$ cat src/logic/copy_pkg.sv
`default_nettype none

package copy_pkg;

    // widths of the SDRAM address and data buses
    localparam int addr_w = 32;
    localparam int data_w = 32;

    // byte step between two consecutive words in memory
    localparam logic [addr_w-1:0] word_bytes = addr_w'(4);

    // word offsets of the CPU slave registers
    localparam logic [3:0] reg_ctrl  = 4'd0;
    localparam logic [3:0] reg_dst   = 4'd1;
    localparam logic [3:0] reg_src   = 4'd2;
    localparam logic [3:0] reg_count = 4'd3;

    // request from the CPU into the register slave
    typedef struct packed {
        logic [3:0]        address;
        logic              read;
        logic              write;
        logic [data_w-1:0] writedata;
    } cpu_req_t;

    // response from the register slave back to the CPU
    // readdata is valid one cycle after an accepted read
    typedef struct packed {
        logic              waitrequest;
        logic [data_w-1:0] readdata;
    } cpu_rsp_t;

    // request from the copy engine out to the SDRAM
    typedef struct packed {
        logic [addr_w-1:0] address;
        logic              read;
        logic              write;
        logic [data_w-1:0] writedata;
    } mem_req_t;

    // response from the SDRAM with pipelined read data
    typedef struct packed {
        logic              waitrequest;
        logic [data_w-1:0] readdata;
        logic              readdatavalid;
    } mem_rsp_t;

    // one copy job as programmed by the CPU
    typedef struct packed {
        logic [addr_w-1:0] dst;
        logic [addr_w-1:0] src;
        logic [data_w-1:0] count;
    } copy_job_t;

endpackage

`default_nettype wire

$ cat src/logic/copy_regs.sv
`timescale 1ns/1ps
`default_nettype none

module copy_regs (
    input  logic                          clk,
    input  logic                          rst_n,
    input  copy_pkg::cpu_req_t            cpu_req,
    output copy_pkg::cpu_rsp_t            cpu_rsp,
    output copy_pkg::copy_job_t           job,
    output logic                          start,
    input  logic                          busy,
    input  logic                          done,
    input  logic [copy_pkg::data_w-1:0]   words_done
);
    import copy_pkg::*;

    // programmed job, handed to the engine which latches it on start
    copy_job_t         job_q;
    // start pulse, registered one cycle after the control write is seen
    logic              start_q;
    // a job launched from the CPU side that has not reported done yet
    logic              pending_q;
    // high for the single cycle after done, in which the stalled write is let through
    logic              release_q;
    logic [data_w-1:0] rdata_q;
    logic              ctrl_write;
    logic              launch;
    logic              cfg_write;

    // a write to the control offset, still held by the CPU
    assign ctrl_write = cpu_req.write && (cpu_req.address == reg_ctrl);

    // only a fresh control write from an idle engine launches a job
    // the same write is then held until release and must not launch twice
    assign launch = ctrl_write && !pending_q && !release_q && !busy;

    // job registers only take new values between jobs
    assign cfg_write = cpu_req.write && !ctrl_write && !busy && !pending_q;

    // the control write stalls from its first cycle on
    // it is accepted in the cycle after done, when release_q opens the gate
    assign cpu_rsp.waitrequest = ctrl_write && !release_q;
    assign cpu_rsp.readdata    = rdata_q;

    assign job   = job_q;
    assign start = start_q;

    always_ff @(posedge clk) begin
        if (!rst_n) begin
            start_q   <= 1'b0;
            pending_q <= 1'b0;
            release_q <= 1'b0;
        end else begin
            start_q   <= launch;
            release_q <= done && pending_q;
            if (launch) begin
                pending_q <= 1'b1;
            end else if (done) begin
                pending_q <= 1'b0;
            end
        end
    end

    // decode of the configuration writes at offsets 1 to 3
    always_ff @(posedge clk) begin
        if (cfg_write) begin
            case (cpu_req.address)
                reg_dst:   job_q.dst   <= cpu_req.writedata;
                reg_src:   job_q.src   <= cpu_req.writedata;
                reg_count: job_q.count <= cpu_req.writedata;
                default:   ;
            endcase
        end
    end

    // reads never stall and return data one cycle later
    // offset 0 reports progress of the running or last job
    always_ff @(posedge clk) begin
        if (cpu_req.read) begin
            case (cpu_req.address)
                reg_ctrl:  rdata_q <= words_done;
                reg_dst:   rdata_q <= job_q.dst;
                reg_src:   rdata_q <= job_q.src;
                reg_count: rdata_q <= job_q.count;
                default:   rdata_q <= '0;
            endcase
        end
    end

endmodule

`default_nettype wire

$ cat src/logic/copy_engine.sv
`timescale 1ns/1ps
`default_nettype none

module copy_engine (
    input  logic                          clk,
    input  logic                          rst_n,
    input  copy_pkg::copy_job_t           job,
    input  logic                          start,
    output logic                          busy,
    output logic                          done,
    output logic [copy_pkg::data_w-1:0]   words_done,
    output copy_pkg::mem_req_t            mem_req,
    input  copy_pkg::mem_rsp_t            mem_rsp
);
    import copy_pkg::*;

    // one word in flight at a time
    // read it, wait for its data, write it back out, then move on
    typedef enum logic [2:0] {
        st_idle,
        st_read,
        st_wait,
        st_write,
        st_next
    } state_t;

    state_t            state_q;
    logic [addr_w-1:0] src_q;
    logic [addr_w-1:0] dst_q;
    logic [data_w-1:0] remaining_q;
    logic [data_w-1:0] words_done_q;
    // word captured from the read, held stable while the write waits
    logic [data_w-1:0] data_q;
    logic              load;
    logic              rd_data;
    logic              wr_accept;

    assign load      = (state_q == st_idle) && start;
    assign rd_data   = (state_q == st_wait) && mem_rsp.readdatavalid;
    assign wr_accept = (state_q == st_write) && !mem_rsp.waitrequest;

    // master outputs come straight from the state and registered addresses
    // so they stay put for as long as waitrequest holds them
    assign mem_req.read      = (state_q == st_read);
    assign mem_req.write     = (state_q == st_write);
    assign mem_req.address   = (state_q == st_write) ? dst_q : src_q;
    assign mem_req.writedata = data_q;

    assign busy       = (state_q != st_idle);
    // st_next lasts exactly one cycle, which makes done a pulse
    assign done       = (state_q == st_next);
    assign words_done = words_done_q;

    always_ff @(posedge clk) begin
        if (!rst_n) begin
            state_q      <= st_idle;
            remaining_q  <= '0;
            words_done_q <= '0;
        end else begin
            case (state_q)
                st_idle: begin
                    if (start) begin
                        remaining_q  <= job.count;
                        words_done_q <= '0;
                        // an empty job goes straight to the finish
                        state_q      <= (job.count == '0) ? st_next : st_read;
                    end
                end
                st_read: begin
                    if (!mem_rsp.waitrequest) begin
                        state_q <= st_wait;
                    end
                end
                st_wait: begin
                    if (mem_rsp.readdatavalid) begin
                        state_q <= st_write;
                    end
                end
                st_write: begin
                    if (!mem_rsp.waitrequest) begin
                        remaining_q  <= remaining_q - data_w'(1);
                        words_done_q <= words_done_q + data_w'(1);
                        // the following read is raised in the very next cycle
                        state_q      <= (remaining_q == data_w'(1)) ? st_next : st_read;
                    end
                end
                st_next: begin
                    state_q <= st_idle;
                end
                default: begin
                    state_q <= st_idle;
                end
            endcase
        end
    end

    // address and data path
    always_ff @(posedge clk) begin
        if (load) begin
            src_q <= job.src;
            dst_q <= job.dst;
        end else if (wr_accept) begin
            src_q <= src_q + word_bytes;
            dst_q <= dst_q + word_bytes;
        end
        if (rd_data) begin
            data_q <= mem_rsp.readdata;
        end
    end

endmodule

`default_nettype wire

$ cat src/logic/copy_dma_top.sv
`timescale 1ns/1ps
`default_nettype none

module copy_dma_top (
    input  logic                clk,
    input  logic                rst_n,
    input  copy_pkg::cpu_req_t  cpu_req,
    output copy_pkg::cpu_rsp_t  cpu_rsp,
    output copy_pkg::mem_req_t  mem_req,
    input  copy_pkg::mem_rsp_t  mem_rsp
);
    import copy_pkg::*;

    // job handoff from the register block to the engine
    copy_job_t         job;
    logic              start;
    // status going back from the engine
    logic              busy;
    logic              done;
    logic [data_w-1:0] words_done;

    // the CPU side programs the job and waits on the start write
    copy_regs copy_regs_i (
        .clk        (clk),
        .rst_n      (rst_n),
        .cpu_req    (cpu_req),
        .cpu_rsp    (cpu_rsp),
        .job        (job),
        .start      (start),
        .busy       (busy),
        .done       (done),
        .words_done (words_done)
    );

    // the SDRAM side moves the words one at a time
    copy_engine copy_engine_i (
        .clk        (clk),
        .rst_n      (rst_n),
        .job        (job),
        .start      (start),
        .busy       (busy),
        .done       (done),
        .words_done (words_done),
        .mem_req    (mem_req),
        .mem_rsp    (mem_rsp)
    );

endmodule

`default_nettype wire

$ cat config.mk
export PLATFORM = sky130hd
export DESIGN_NAME = copy_dma_top
export DESIGN_NICKNAME = d
export VERILOG_FILES = /design/src/logic/copy_pkg.sv /design/src/logic/copy_regs.sv /design/src/logic/copy_engine.sv /design/src/logic/copy_dma_top.sv
export SDC_FILE = /design/constraint.sdc
export NUM_CORES = 1
export LEC_CHECK = 0
export BUFFER_PORTS_ARGS = -buffer_cell sky130_fd_sc_hd__buf_4
export CORE_MARGIN = 2
export CORE_UTILIZATION = 52
export CTS_CLUSTER_SIZE = 20
export DETAILED_ROUTE_END_ITERATION = 8
export HOLD_SLACK_MARGIN = 0.02
export PLACE_DENSITY = 0.73
export SLEW_MARGIN = 5
export SYNTH_ARGS = -nofsm -noshare
export SYNTH_HDL_FRONTEND = slang
export SYNTH_SLANG_ARGS = --single-unit
$ cat constraint.sdc
create_clock -name clk -period 11 [get_ports clk]
set_input_delay 2.75 -clock clk [delete_from_list [all_inputs] [get_ports clk]]
set_output_delay 2.75 -clock clk [all_outputs]
set_load 0.005 [all_outputs]
==> impl_metrics.ini <==
[run_status]
status = complete, no violations

[floorplan]
core.rowCount = 58
initial_core_util_pct = 53.0
pin_count = 173
fp.coreArea_sq_mm = 0.0253
die_area_sq_mm = 0.0270
fp.dieW_microns = 164
fp.dieH_microns = 164

[cts]
clockBufferDepth = 3
cts_resized = 0
clock_sinks = 294
path_clk_slew_ns = 0.06
post_cts_buffers = 0
cts_tree = yes
htree_levels = 1
clk_latency_ns = 0.55
hold_buffers = 0
clockRootBuffer = clkbuf_16
cts_buffers = 30

[setup_path]
worstPathMaxFanout = 33
worstSetupPathType = primary input to output port
timing.critical_path.mode_cell = buf_4
worstSetupStartpointType = primary input
critPathBufInv = 3
cp_top_family = buffers and inverters
path_cells = buf_4, nor4_2, buf_4, and3b_1, buf_4
cp.arrival_ns = 4.02
cp.required_ns = 8.25
critPathSlowestCell = buf_4
crit_path_start = cpu_req[34]
end_kind = output port
cp.depth = 5
r2r-start = copy_engine_i.state_q[2]$_SDFFE_PN0P_
worstRegToRegCells = 8
max_stage_delay_ns = 0.47

[synthesis]
seq_area_frac_synth_pct = 60.7
avgSynthCellArea_sq_um = 10.9
synthFlopType = edfxtp_1
netlist_instances = 1230
syn_area_sq_mm = 0.0134
yosys.cell_types.count = 63
ys_async_sr_fraction_pct = 0
synth_nets = 1309
yosys_register_bits = 294
yosys_warnings = 0
synth_edf_count = 224

[global_route]
grt_use_met1_pct = 38.1
grt_pass1_wl_mm = 56.9
first_global_vias = 10100
track_usage_pct = 27.5
top_usage_layer = met2
use_met3_pct = 5.78
grt.overflow.total = 0
met2_usage_pct = 44.0
antenna_found_initial = 0
grt_max_degree = 76

[timing]
max_slew_margin_pct = 24.6
whs_ns = 0.482
drv_slew = 0
worst_slew_pin_slew_ns = 1.13
rsz0062_at_grt = no
finalClockSkew_ns = 0.0113
worst_slack_ns = 4.23
setup_viol = 0
fmax_mhz = 148
fin_crit_sh_pct = 61.5
min_period_ns = 6.77
tns_ns = 0
finalHoldViolCount = 0

[pwr]
peakVddDrop_v = 0.000126
p_per_area_mw_per_mm2 = 144
power.total_mw = 2.28
power_leakage_nw = 5.76

[hold_path]
hold_path.class = flip-flop to flip-flop
min_from = copy_engine_i.remaining_q[17]$_SDFFE_PN0P_
worstHoldPathCells = 2

[routing]
vias_per_cell = 6.12
wl_per_cell_microns = 21.8
drt_wl_total_mm = 37.8
firstDrtPassIters = 5
final_antenna_net_count = 0
vias = 10600
drt-initial-drc-count = 1341
drc = 0

[job]
max_cap_violations = 0

[placement]
detailed_place_hpwl_mm = 25.0
portBuffers = 172
pre_cts_ws_ns = 4.27
finalWeightedCongestion = 0.886
dpl.cell_count = 1674

[finish]
final_cell_mix = 224 x edfxtp_1, 221 x nand2_1, 186 x buf_4, 83 x nor2_1
antenna_cells = 0
finalNonFillerCells = 1730
area_growth_pct = 18.6
fin_nets = 1455
layout_commonest_cell = edfxtp_1
drive_gt1_share_pct = 17.9
-- cells by family after synthesis --
kind of cell	after synthesis	synth area share, %
and+or+nand+nor	525	19.0
xor gates and xnor gates	82	5.37
adders and majority gates	5	0.467
DFF	294	60.7
buffers and inverters	86	2.47
muxes	9	0.682
AOI/OAI and AO/OA	229	11.3
-- power by group --
| part | switching, mW | internal, mW |
|---|---|---|
| clock network | 0.419 | 0.550 |
| registers | 0.00841 | 1.21 |
| logic | 0.0527 | 0.0423 |
| total | 0.480 | 1.80 |
-- registers in the layout (all words and copies together) (netlist names) --
register and count:
copy_engine_i.state_q 3, copy_engine_i.data_q 32, copy_engine_i.words_done 32, copy_regs_i.rdata_q 32, copy_engine_i.src_q 32, copy_regs_i.pending_q 1, copy_engine_i.dst_q 32, copy_regs_i.job 96
copy_regs_i.release_q 1, copy_regs_i.start 1, copy_engine_i.remaining_q 32
-- stage by stage --
stage	instance area (sq um)	utilization (%)
2_1_floorplan	13400	-
3_3_place_gp	14900	59.1
3_5_place_dp	14900	59.1
4_1_cts	15900	62.9
5_1_grt	15900	62.9
6_report	15900	62.9
-- worst paths after layout --
path,to,slack (ns)
max,cpu_rsp[32],4.23
min,copy_engine_i.remaining_q[17]$_SDFFE_PN0P_,0.48
max reg2reg,copy_engine_i.remaining_q[19]$_SDFFE_PN0P_,7.11
min reg2reg,copy_engine_i.remaining_q[17]$_SDFFE_PN0P_,0.48
-- cells in the mapped netlist (7+ instances only) --
library cell	count	area [sq um]
nand3_1	33	165
mux2i_1	8	80.1
and2_1	11	68.8
nor3_1	29	145
a22o_1	13	114
xor2_1	30	263
edfxtp_1	224	6730
and3_1	24	150
nor4_1	39	244
a221o_1	10	100
buf_1	7	26.3
clkbuf_1	64	240
nand4_1	25	156
xnor2_1	52	455
and4_1	16	140
nor2_1	85	319
nand2_1	221	830
inv_1	14	52.6
a21oi_1	39	195
dfxtp_1	70	1400
or3_1	10	62.6
a22oi_1	50	375
o22ai_1	9	56.3
o21ai_0	70	350
-- tightest hold or removal path, cell delays in order, from the launching register on --
cell and delay [ns]:
dfxtp_1 0.32, nand3_1 0.06, a21oi_1 0.05
-- per-layer routing --
| metal | vias up | part of all wire (%) |
|---|---|---|
| met1 | 5070 | 40 |
| met2 | 586 | 47 |
| met3 | 66 | 10 |
| met5 | - | 0 |
| li1 | 4870 | - |
| met4 | 0 | 2.1 |
-- layout make-up --
cell class / count / area [sq um]
flip-flops and latches: 294 / 8130
clock inverters: 12 / 61.3
multi-input cells: 850 / 4940
repair buffers: 186 / 1400
well taps: 330 / 413
fillers: 2067 / 9380
clock buffers: 44 / 876
inverters: 14 / 53.8
Power figures use the tool's default switching activity.
